==> src/logic/controlPkg.sv <==
package controlPkg;

    // ====================
    // field types
    // ====================

    typedef logic [31:0] instrWordT;                // one fetched instruction
    typedef logic [4:0]  regAddrT;                  // rt / rs / rd register index

    // ====================
    // instruction encodings
    // ====================

    typedef enum logic [5:0] {
        OP_RTYPE  = 6'b000000,                      // decoded by funct
        OP_REGIMM = 6'b000001,                      // bltz or bgez picked by rt
        OP_J      = 6'b000010,
        OP_JAL    = 6'b000011,
        OP_BEQ    = 6'b000100,
        OP_BNE    = 6'b000101,
        OP_BLEZ   = 6'b000110,
        OP_BGTZ   = 6'b000111,
        OP_ADDI   = 6'b001000,
        OP_LUI    = 6'b001111,
        OP_LB     = 6'b100000,
        OP_LH     = 6'b100001,
        OP_LW     = 6'b100011,
        OP_SB     = 6'b101000,
        OP_SH     = 6'b101001,
        OP_SW     = 6'b101011
    } opcodeT;

    typedef enum logic [5:0] {
        FN_JR   = 6'b001000,                        // jump to R[rs]
        FN_MFHI = 6'b010000,
        FN_MTHI = 6'b010001,
        FN_MFLO = 6'b010010,
        FN_MTLO = 6'b010011
    } functT;

    // ====================
    // control field codes
    // ====================

    // alu operation codes numbered as the datapath ALU expects
    typedef enum logic [5:0] {
        ALU_AND  = 6'd0,
        ALU_ADD  = 6'd2,
        ALU_MTHI = 6'd10,
        ALU_MTLO = 6'd11,
        ALU_MFHI = 6'd12,
        ALU_MFLO = 6'd13,
        ALU_BEQ  = 6'd16,
        ALU_BGTZ = 6'd17,
        ALU_BGEZ = 6'd18,
        ALU_BLEZ = 6'd19,
        ALU_BLTZ = 6'd20,
        ALU_BNE  = 6'd21,
        ALU_LUI  = 6'd32                            // imm << 16
    } aluOpT;

    typedef enum logic [1:0] {
        DM_WORD = 2'd0,
        DM_HALF = 2'd1,
        DM_BYTE = 2'd2
    } dmModeT;

    typedef enum logic [1:0] {
        WD_RESULT = 2'd0,                           // memToReg mux output
        WD_LINK   = 2'd1,                           // write goes to $31
        WD_PC4    = 2'd3                            // return address
    } writeDstT;

    typedef enum logic [1:0] {
        JS_SEQ    = 2'd0,                           // pc+4 or branch target
        JS_REG    = 2'd1,                           // R[rs]
        JS_TARGET = 2'd2                            // 26-bit jump field
    } jumpSelT;

    // ====================
    // control word
    // ====================

    typedef struct packed {
        logic     regDst;                           // rd instead of rt
        logic     branch;
        logic     memRead;
        logic     memToReg;                         // 1 picks alu result
        logic     memWrite;
        logic     aluSrc2;                          // immExt on alu B
        logic     aluSrc1;                          // shamt on alu A
        logic     regWrite;
        logic     signExt;                          // 0 means zero extend
        logic     condMov;                          // always 0 without movn/movz
        aluOpT    aluOp;
        dmModeT   dmMode;
        writeDstT writeDst;
        jumpSelT  jumpSel;
    } ctrlWordT;                                    // 22 bits

    // bubble / reset word
    localparam ctrlWordT IDLE_CTRL = '{
        regDst:   1'b0,
        branch:   1'b0,
        memRead:  1'b0,
        memToReg: 1'b0,
        memWrite: 1'b0,
        aluSrc2:  1'b0,
        aluSrc1:  1'b0,
        regWrite: 1'b0,
        signExt:  1'b0,
        condMov:  1'b0,
        aluOp:    ALU_AND,
        dmMode:   DM_WORD,
        writeDst: WD_RESULT,
        jumpSel:  JS_SEQ
    };

    // r-type and and the fallback for opcodes nobody knows
    localparam ctrlWordT AND_CTRL = '{
        regDst:   1'b1,
        branch:   1'b0,
        memRead:  1'b0,
        memToReg: 1'b1,
        memWrite: 1'b0,
        aluSrc2:  1'b0,
        aluSrc1:  1'b0,
        regWrite: 1'b1,
        signExt:  1'b0,
        condMov:  1'b0,
        aluOp:    ALU_AND,
        dmMode:   DM_WORD,
        writeDst: WD_RESULT,
        jumpSel:  JS_SEQ
    };

endpackage

==> src/logic/opcodeDecoder.sv <==
`timescale 1ns/10ps

module opcodeDecoder (
    input  controlPkg::opcodeT   op,                // instr[31:26]
    input  controlPkg::regAddrT  rt,                // instr[20:16], regimm selector
    output logic                 isRType,
    output controlPkg::ctrlWordT primaryCtrl
);

    // access width for loads and stores
    function automatic controlPkg::dmModeT accessWidth(input controlPkg::opcodeT code);
        controlPkg::dmModeT width;
        case (code)
            controlPkg::OP_LB, controlPkg::OP_SB: width = controlPkg::DM_BYTE;
            controlPkg::OP_LH, controlPkg::OP_SH: width = controlPkg::DM_HALF;
            default:                              width = controlPkg::DM_WORD;
        endcase
        return width;
    endfunction

    assign isRType = (op == controlPkg::OP_RTYPE);  // funct decoder owns these

    always_comb begin
        primaryCtrl = controlPkg::IDLE_CTRL;        // every class starts idle
        case (op)
            // ====================
            // memory
            // ====================
            controlPkg::OP_LW, controlPkg::OP_LH, controlPkg::OP_LB: begin
                primaryCtrl.memRead  = 1'b1;
                primaryCtrl.aluSrc2  = 1'b1;        // base + offset
                primaryCtrl.regWrite = 1'b1;
                primaryCtrl.signExt  = 1'b1;
                primaryCtrl.aluOp    = controlPkg::ALU_ADD;
                primaryCtrl.dmMode   = accessWidth(op);
            end
            controlPkg::OP_LUI: begin
                primaryCtrl.memRead  = 1'b1;        // kept from word load
                primaryCtrl.aluSrc2  = 1'b1;
                primaryCtrl.regWrite = 1'b1;
                primaryCtrl.signExt  = 1'b1;
                primaryCtrl.aluOp    = controlPkg::ALU_LUI;
                primaryCtrl.dmMode   = controlPkg::DM_WORD;
            end
            controlPkg::OP_SW, controlPkg::OP_SH, controlPkg::OP_SB: begin
                primaryCtrl.memWrite = 1'b1;
                primaryCtrl.aluSrc2  = 1'b1;        // address = base + offset
                primaryCtrl.signExt  = 1'b1;
                primaryCtrl.aluOp    = controlPkg::ALU_ADD;
                primaryCtrl.dmMode   = accessWidth(op);
            end

            // ====================
            // control flow
            // ====================
            controlPkg::OP_BEQ, controlPkg::OP_BNE,
            controlPkg::OP_BGTZ, controlPkg::OP_BLEZ,
            controlPkg::OP_REGIMM: begin
                primaryCtrl.branch  = 1'b1;
                primaryCtrl.signExt = 1'b1;         // signed word offset
                case (op)
                    controlPkg::OP_BEQ:  primaryCtrl.aluOp = controlPkg::ALU_BEQ;
                    controlPkg::OP_BNE:  primaryCtrl.aluOp = controlPkg::ALU_BNE;
                    controlPkg::OP_BGTZ: primaryCtrl.aluOp = controlPkg::ALU_BGTZ;
                    controlPkg::OP_BLEZ: primaryCtrl.aluOp = controlPkg::ALU_BLEZ;
                    default: begin
                        // regimm uses rt 00001 for bgez and 00000 for bltz
                        primaryCtrl.aluOp = rt[0] ? controlPkg::ALU_BGEZ
                                                  : controlPkg::ALU_BLTZ;
                    end
                endcase
            end
            controlPkg::OP_J, controlPkg::OP_JAL: begin
                primaryCtrl.signExt = 1'b1;
                primaryCtrl.jumpSel = controlPkg::JS_TARGET;
                if (op == controlPkg::OP_JAL) begin
                    primaryCtrl.writeDst = controlPkg::WD_LINK;  // link into $31
                end
            end

            // ====================
            // immediate / other
            // ====================
            controlPkg::OP_ADDI: begin
                primaryCtrl.memToReg = 1'b1;        // alu result to rt
                primaryCtrl.aluSrc2  = 1'b1;
                primaryCtrl.regWrite = 1'b1;
                primaryCtrl.signExt  = 1'b1;
                primaryCtrl.aluOp    = controlPkg::ALU_ADD;
            end
            controlPkg::OP_RTYPE: begin
                primaryCtrl = controlPkg::IDLE_CTRL;  // rtype word wins in the stage reg
            end
            default: begin
                primaryCtrl = controlPkg::AND_CTRL;   // unknown op acts as and
            end
        endcase
    end

endmodule

==> src/logic/functDecoder.sv <==
`timescale 1ns/10ps

module functDecoder (
    input  controlPkg::functT    funct,             // instr[5:0]
    output controlPkg::ctrlWordT rtypeCtrl
);

    // ====================
    // r-type word
    // ====================

    always_comb begin
        rtypeCtrl = controlPkg::AND_CTRL;           // rd <= rs op rt base
        case (funct)
            // hi/lo moves only swap the alu code
            controlPkg::FN_MTHI: begin
                rtypeCtrl.aluOp = controlPkg::ALU_MTHI;
            end
            controlPkg::FN_MTLO: begin
                rtypeCtrl.aluOp = controlPkg::ALU_MTLO;
            end
            controlPkg::FN_MFHI: begin
                rtypeCtrl.aluOp = controlPkg::ALU_MFHI;
            end
            controlPkg::FN_MFLO: begin
                rtypeCtrl.aluOp = controlPkg::ALU_MFLO;
            end

            // register jump writes nothing back
            controlPkg::FN_JR: begin
                rtypeCtrl         = controlPkg::IDLE_CTRL;
                rtypeCtrl.signExt = 1'b1;
                rtypeCtrl.jumpSel = controlPkg::JS_REG;  // pc <= R[rs]
            end

            default: begin
                rtypeCtrl = controlPkg::AND_CTRL;   // unlisted funct decodes as and
            end
        endcase
    end

endmodule

==> src/logic/decodeStageReg.sv <==
`timescale 1ns/10ps

module decodeStageReg (
    input  logic                 clk,
    input  logic                 rstN,
    input  logic                 instrValid,
    input  logic                 isRType,           // pick funct word
    input  controlPkg::ctrlWordT primaryCtrl,
    input  controlPkg::ctrlWordT rtypeCtrl,
    output controlPkg::ctrlWordT ctrl,
    output logic                 ctrlValid
);

    controlPkg::ctrlWordT nextCtrl;                 // word for the coming edge

    // ====================
    // word select
    // ====================

    always_comb begin
        if (!instrValid) begin
            nextCtrl = controlPkg::IDLE_CTRL;       // bubble
        end else if (isRType) begin
            nextCtrl = rtypeCtrl;
        end else begin
            nextCtrl = primaryCtrl;
        end
    end

    // ====================
    // id/ex register
    // ====================

    always_ff @(posedge clk or negedge rstN) begin
        if (!rstN) begin
            ctrl      <= controlPkg::IDLE_CTRL;
            ctrlValid <= 1'b0;
        end else begin
            ctrl      <= nextCtrl;                  // new word every cycle
            ctrlValid <= instrValid;                // no stall path
        end
    end

endmodule

==> src/logic/mipsControl.sv <==
`timescale 1ns/10ps

module mipsControl (
    input  logic                  clk,
    input  logic                  rstN,
    input  controlPkg::instrWordT instr,
    input  logic                  instrValid,
    output controlPkg::ctrlWordT  ctrl,             // one cycle after instr
    output logic                  ctrlValid
);

    controlPkg::opcodeT   opField;                  // instr[31:26]
    controlPkg::regAddrT  rtField;                  // instr[20:16]
    controlPkg::functT    functField;               // instr[5:0]
    controlPkg::ctrlWordT primaryCtrl;
    controlPkg::ctrlWordT rtypeCtrl;
    logic                 isRType;

    // field slicing
    assign opField    = controlPkg::opcodeT'(instr[31:26]);
    assign rtField    = instr[20:16];
    assign functField = controlPkg::functT'(instr[5:0]);

    opcodeDecoder uOpcodeDecoder (
        .op          (opField),
        .rt          (rtField),
        .isRType     (isRType),
        .primaryCtrl (primaryCtrl)
    );

    functDecoder uFunctDecoder (
        .funct     (functField),
        .rtypeCtrl (rtypeCtrl)
    );

    decodeStageReg uDecodeStageReg (
        .clk         (clk),
        .rstN        (rstN),
        .instrValid  (instrValid),
        .isRType     (isRType),
        .primaryCtrl (primaryCtrl),
        .rtypeCtrl   (rtypeCtrl),
        .ctrl        (ctrl),
        .ctrlValid   (ctrlValid)
    );

endmodule

==> config.mk <==
export PLATFORM = sky130hd
export DESIGN_NAME = mipsControl
export DESIGN_NICKNAME = d
export VERILOG_FILES = /design/src/logic/controlPkg.sv /design/src/logic/opcodeDecoder.sv /design/src/logic/functDecoder.sv /design/src/logic/decodeStageReg.sv /design/src/logic/mipsControl.sv
export SDC_FILE = /design/constraint.sdc
export NUM_CORES = 1
export LEC_CHECK = 0
export BUFFER_PORTS_ARGS = -buffer_cell sky130_fd_sc_hd__buf_2
export CORE_MARGIN = 4
export CORE_UTILIZATION = 36
export DETAILED_ROUTE_END_ITERATION = 16
export PLACE_DENSITY = 0.77
export SLEW_MARGIN = 25
export SYNTH_ARGS = -nofsm -noshare
export SYNTH_HDL_FRONTEND = slang
export SYNTH_SLANG_ARGS = --single-unit
==> constraint.sdc <==
create_clock -name clk -period 0.8 [get_ports clk]
set_input_delay 0.08 -clock clk [delete_from_list [all_inputs] [get_ports clk]]
set_output_delay 0.08 -clock clk [all_outputs]
set_load 0.05 [all_outputs]
==> metrics.yaml, run 1 <==
pwr:
  power_switching_mw: 0.606
  power_density_nw_per_um2: 1280
  p_int_mw: 1.40
  share_comb_of_total_power_pct: 27.2
  switching_share_pct: 30.2
  fin_total_pwr_mw: 2.00
  pwr-share-seq_pct: 49.9
  pwr-share-clk_pct: 22.9
  ir_drop_mv: 0.664
  power.leakage_nw: 0.757
final_layout:
  diodes: 0
  final_net_count: 179
  finish.instance_area_um2: 1560
  drive_gt1_share_pct: 60.8
  fillers: 134
  final_util_pct: 69.3
  syn_to_final_growth_pct: 79.6
placed_design:
  portBuffers: 35
  pre_cts_slack_ps: -461
  gp_congestion: 0.763
  place_hpwl_um: 1610
  placedInstanceArea_um2: 1180
synthesis:
  synth_edf_count: 0
  ys_warn_count: 0
  yosysMostFrequentCell: "dfrtp_1"
  netlist.area_leader.share_pct: 54.7
  netlist_top_cells_area: "dfrtp_1 55%, buf_4 3.5%, nor2_1 3.5%"
  synth_commonest_cells: "19 x dfrtp_1, 8 x nor2_1"
  async_flop_share_pct: 100
  synth-seq-cells: 19
  avgSynthCellArea_um2: 10.6
  synth_top_area_cell: "dfrtp_1"
  ys.flop_type: "dfrtp_1"
  syn_inst: 82
  yosysSeqAreaShare_pct: 54.7
  ys_types: 31
  mappedNetlistArea_um2: 870
timing:
  setup_violations: 29
  slew_viol_final: 0
  hold_viol: 0
  rsz0062_at_grt: "true"
  max_freq_mhz: 1020
  layout_setup_ws_ps: -185
  fin_crit_ps: 985
  period_share_pct: 123
worst_setup_path:
  cp_top_family: "simple AND/OR/NAND/NOR gates"
  cp-end-kind: "flip-flop"
  cp_max_fo: 3
  arrival_ps: 1210
  critPathMaxStageDelay_ps: 460
  worst_path_max_delay_cell: "or3b_4"
  worst_ep_required_time_ps: 1020
  crit_cells: 6
  critPathKind: "in2reg"
  crit_chain: "buf_6 > nor3_4 > nand4_1 > or3b_4 > inv_2 > o2bb2ai_2"
  critPathLaunchType: "primary input"
  path_buf_inv: 2
run:
  drv_cap: 0
floorplan:
  rows: 17
  dieArea_um2: 3270
  coreArea_um2: 2250
  start_util_pct: 38.6
  die_y_um: 57.1
  die_w_um: 57.1
  pin_count: 58
global_routing:
  groute.layer.met1.usage_pct: 16.9
  grt_pass1_wl_um: 3710
  use_met2_pct: 26.8
  globalRouteOverflowTotal: 0
  met3_usage_pct: 3.62
  antenna_found_initial: 0
  grt_use_total_pct: 14.6
  grt_busiest_layer: "met2"
  grt_max_degree: 20
  grt_pass1_vias: 833
clock_tree:
  clock_sinks: 19
  path_clk_slew_ps: 110
  clock_path_buffers: 2
  cts_root_buf: "clkbuf_4"
  htreeDepth: 1
  cts_tree: "done"
  cts_buffers: 3
route:
  num_vias: 863
  wl_per_cell_um: 15.9
  drt-initial-drc-count: 22
  ant_nets: 0
  detail_route.first_pass.iterations: 4
  drt-vias-per-instance: 5.05
  drc_errors: 0
  routed_wl_um: 2710
run_status:
  status: "finished, violations left"
  violations: "setup timing"
min_path:
  hold_path.class: "in2reg"
  min_path_cells: 2
## cells in the final DEF (no fill, tap or decap), types with 2 or more instances in the layout
| cell type | synthesis | final |
|---|---|---|
| a21oi_1 | 3 | 2 |
| and3_1 | 3 | 3 |
| buf_2 | 0 | 11 |
| buf_4 | 4 | 21 |
| buf_6 | 1 | 27 |
| clkbuf_4 | 0 | 3 |
| conb_1 | 1 | 3 |
| dfrtp_1 | 19 | 18 |
| dlygate4sd3_1 | 0 | 2 |
| inv_1 | 3 | 3 |
| nand2_1 | 3 | 3 |
| nand2b_1 | 4 | 2 |
| nor2_1 | 8 | 6 |
| nor2b_1 | 4 | 2 |
| nor3_1 | 3 | 2 |
| nor3_4 | 0 | 2 |
| o21ai_0 | 4 | 2 |
| o21ai_1 | 0 | 2 |
| o22ai_2 | 0 | 2 |
## power groups by stage
stage               clock network, mW  logic, mW  registers [mW]
detailed placement                  0      0.412            1.01
finish                          0.459      0.545           0.999
CTS                             0.457      0.481           0.998
floorplan                           0      0.160            1.11
global placement                    0      0.406            1.01
global route                    0.518      0.575            1.00
## what timing repair did
| action | 4_1_cts | 5_1_grt |
|---|---|---|
| hold endpoints to repair | 20 | 0 |
| pin swaps | 10 | 10 |
| buffers inserted | 7 | 2 |
| endpoints found under the setup margin | 32 | 32 |
| hold buffers | 2 | 0 |
| resized for setup | 53 | 21 |
## flip-flops by register name (all words and copies together) (netlist names)
signal and flops:
uDecodeStageReg.ctrl 18, uDecodeStageReg.ctrlValid 1
## stage by stage
stage | hold slack, ps | instances | TNS (ps)
after floorplan | -216 | 84 | -1800
after global placement | 20.0 | 156 | -5140
after detailed placement | 28.3 | 156 | -5760
after CTS | 56.0 | 169 | -2930
after global routing | 73.6 | 171 | -4290
final | 67.8 | 171 | -3310
## worst paths after layout
check	startpoint	end	slack [ps]
setup / recovery	instr[30]	uDecodeStageReg.ctrl[6]	-180
hold / removal	instrValid	uDecodeStageReg.ctrl[13]	70
max in group asynchronous	rstN	uDecodeStageReg.ctrl[20]	230
min in group asynchronous	rstN	uDecodeStageReg.ctrl[5]	250
## cell families (layout without fill, tap and decap cells)
kind of cell	after synthesis	in the layout	share of synthesized area [%]
AOI/OAI and AO/OA	16	16	13.7
buffers and inverters	11	70	7.48
DFF	19	19	54.7
other	1	3	0.431
and+or+nand+nor	35	35	23.7
## routing by layer
layer	up-vias	part of all wire [%]
met5	-	0
met2	43	52
li1	403	-
met4	0	3.5
met3	10	7.4
met1	407	37
## area by class of cell
cell class	count	area (um^2)	share of cell area [%]
timing repair buffer	62	552	35.3
sequential	19	477	30.5
multi-input combinational	54	455	29.2
tap	28	35.0	2.24
clock buffer	3	22.5	1.44
inverter	4	15.0	0.962
clock inverter	1	5.00	0.321
(Power assumes the default switching activity.)
==> inputs of run 2 (changes only) <==
--- a/config.mk
+++ b/config.mk
@@ -5,7 +5,7 @@
 export SDC_FILE = /design/constraint.sdc
 export NUM_CORES = 1
 export LEC_CHECK = 0
-export BUFFER_PORTS_ARGS = -buffer_cell sky130_fd_sc_hd__buf_2
+export BUFFER_PORTS_ARGS = -buffer_cell sky130_fd_sc_hd__clkbuf_2
 export CORE_MARGIN = 4
 export CORE_UTILIZATION = 36
 export DETAILED_ROUTE_END_ITERATION = 16
==> run 2 against run 1 <==
The run still ends with setup timing left. Global-route usage is 0.32 points higher. Sequential power is essentially flat. Critical path depth unchanged. Die area unchanged. Clock power rose by 6.3%. Core utilization increased by 0.056 points. Hold slack worse by 4.1 ps. Fmax down 3.3%. Sequential cell count did not move. Critical endpoint unchanged. Highest routed layer unchanged.
==> metrics.yaml, run 2 (synthesis gave the netlist of run 1 again) <==
run_status:
  status: "finished, violations left"
  violations: "setup timing"
timing:
  hold_viol: 0
  layout_setup_ws_ps: -219
  fin_crit_ps: 1020
  slew_viol_final: 0
  setup_violations: 28
  rsz0062_at_grt: "true"
  whs_ps: 63.7
  max_freq_mhz: 982
  period_share_pct: 127
clock_tree:
  clock_sinks: 19
  cts_tree: "done"
  cts_buffers: 3
  clock_path_buffers: 2
  htreeDepth: 1
  path_clk_slew_ps: 110
  cts_root_buf: "clkbuf_4"
pwr:
  power.leakage_nw: 0.755
  pwr-share-seq_pct: 49.1
  pwr-share-clk_pct: 23.8
  power_density_nw_per_um2: 1310
  power_switching_mw: 0.632
  switching_share_pct: 30.9
  share_comb_of_total_power_pct: 27.1
  ir_drop_mv: 0.810
  p_int_mw: 1.42
placed_design:
  place_hpwl_um: 1670
  gp_congestion: 0.788
  portBuffers: 35
  placedInstanceArea_um2: 1200
floorplan:
  rows: 17
  coreArea_um2: 2250
  die_y_um: 57.1
  die_w_um: 57.1
  pin_count: 58
  start_util_pct: 38.6
  dieArea_um2: 3270
route:
  drc_errors: 0
  routed_wl_um: 2650
  wl_per_cell_um: 16.0
  num_vias: 875
  detail_route.first_pass.iterations: 4
  ant_nets: 0
  drt-initial-drc-count: 20
  drt-vias-per-instance: 5.27
worst_setup_path:
  cp-end-kind: "flip-flop"
  path_buf_inv: 2
  crit_chain: "clkbuf_2 > nor3_4 > nand4_1 > or3b_4 > inv_2 > o2bb2ai_2"
  critPathMaxStageDelay_ps: 480
  worst_ep_required_time_ps: 1030
  cp_max_fo: 3
  critPathKind: "in2reg"
  worst_path_max_delay_cell: "or3b_4"
  arrival_ps: 1250
  crit_cells: 6
  cp_top_family: "simple AND/OR/NAND/NOR gates"
  critPathLaunchType: "primary input"
global_routing:
  grt_use_total_pct: 14.9
  antenna_found_initial: 0
  grt_max_degree: 20
  grt_pass1_vias: 836
  globalRouteOverflowTotal: 0
  grt_pass1_wl_um: 3750
final_layout:
  finish.instance_area_um2: 1560
  largest_reg_flops: 18
  multi_input_area_um2: 435
  syn_to_final_growth_pct: 79.7
  diodes: 0
  final_net_count: 174
  largestRegisters: "uDecodeStageReg.ctrl x18, uDecodeStageReg.ctrlValid x1"
  regMostFlops: "uDecodeStageReg.ctrl"
  regArea_um2: 477
  drive_gt1_share_pct: 56.5
  final_cell_mix: "22 x buf_8, 20 x buf_4, 18 x dfrtp_1, 11 x clkbuf_2, 7 x nor2_1"
  mostFrequentLayoutCell: "buf_8"
  fillers: 143
run:
  drv_cap: 0
min_path:
  hold_path.class: "in2reg"
  min_path_cells: 2
[run 2: changes by cell type in the layout (fill, tap and decap cells not counted), sizes merged]
cell / before / now
buf: 60 / 45
clkbuf: 3 / 14
dlygate4sd3: 2 / 1
[run 2: final cells by class]
cell class / instances / share of cell area (%)
inverter: 4 / 0.961
clock buffer: 3 / 1.44
timing repair buffer: 57 / 36.7
tap: 28 / 2.24
clock inverter: 1 / 0.320
sequential: 19 / 30.5
multi-input combinational: 54 / 27.9
[run 2: worst paths after layout]
path / start / end
worst max-delay path: instr[29] / uDecodeStageReg.ctrl[6]
worst min-delay path: instrValid / uDecodeStageReg.ctrlValid
max in group asynchronous: rstN / uDecodeStageReg.ctrl[20]
min in group asynchronous: rstN / uDecodeStageReg.ctrl[11]
[run 2: per-stage QoR]
step / std cells / setup TNS (ps) / setup slack (ps) / total power, mW / util (%)
after floorplan: 84 / -1800 / -327 / 1.27 / -
after global placement: 158 / -5020 / -387 / 1.42 / 53.1
after detailed placement: 158 / -5690 / -435 / 1.43 / 53.1
after CTS: 164 / -3460 / -174 / 1.98 / 64.4
after global routing: 166 / -4520 / -233 / 2.14 / 69.3
final: 166 / -3820 / -219 / 2.05 / 69.3
[run 2: power by group through the flow]
stage | registers [mW] | clock network [mW] | logic, mW
floorplan | 1.11 | 0 | 0.160
global placement | 1.01 | 0 | 0.412
detailed placement | 1.01 | 0 | 0.420
CTS | 0.996 | 0.492 | 0.488
global route | 1.01 | 0.544 | 0.587
finish | 1.00 | 0.488 | 0.554
[run 2: routing by layer]
layer	wire length (um)	GRT usage [%]	share of wire [%]	vias to the layer above
met2	1420	26.1	54	41
met4	73	8.94	2.8	0
met3	198	2.26	7.5	5
met1	959	17.1	36	439
li1	-	-	-	390
met5	0	0	0	-
[run 2: repair_timing]
| item | CTS | global route |
|---|---|---|
| hold buffers | 1 | 0 |
| hold endpoints to repair | 19 | 0 |
| buffers inserted | 1 | 2 |
| pin swaps | 3 | 14 |
| endpoints found under the setup margin | 31 | 33 |
| gates resized for setup | 45 | 40 |
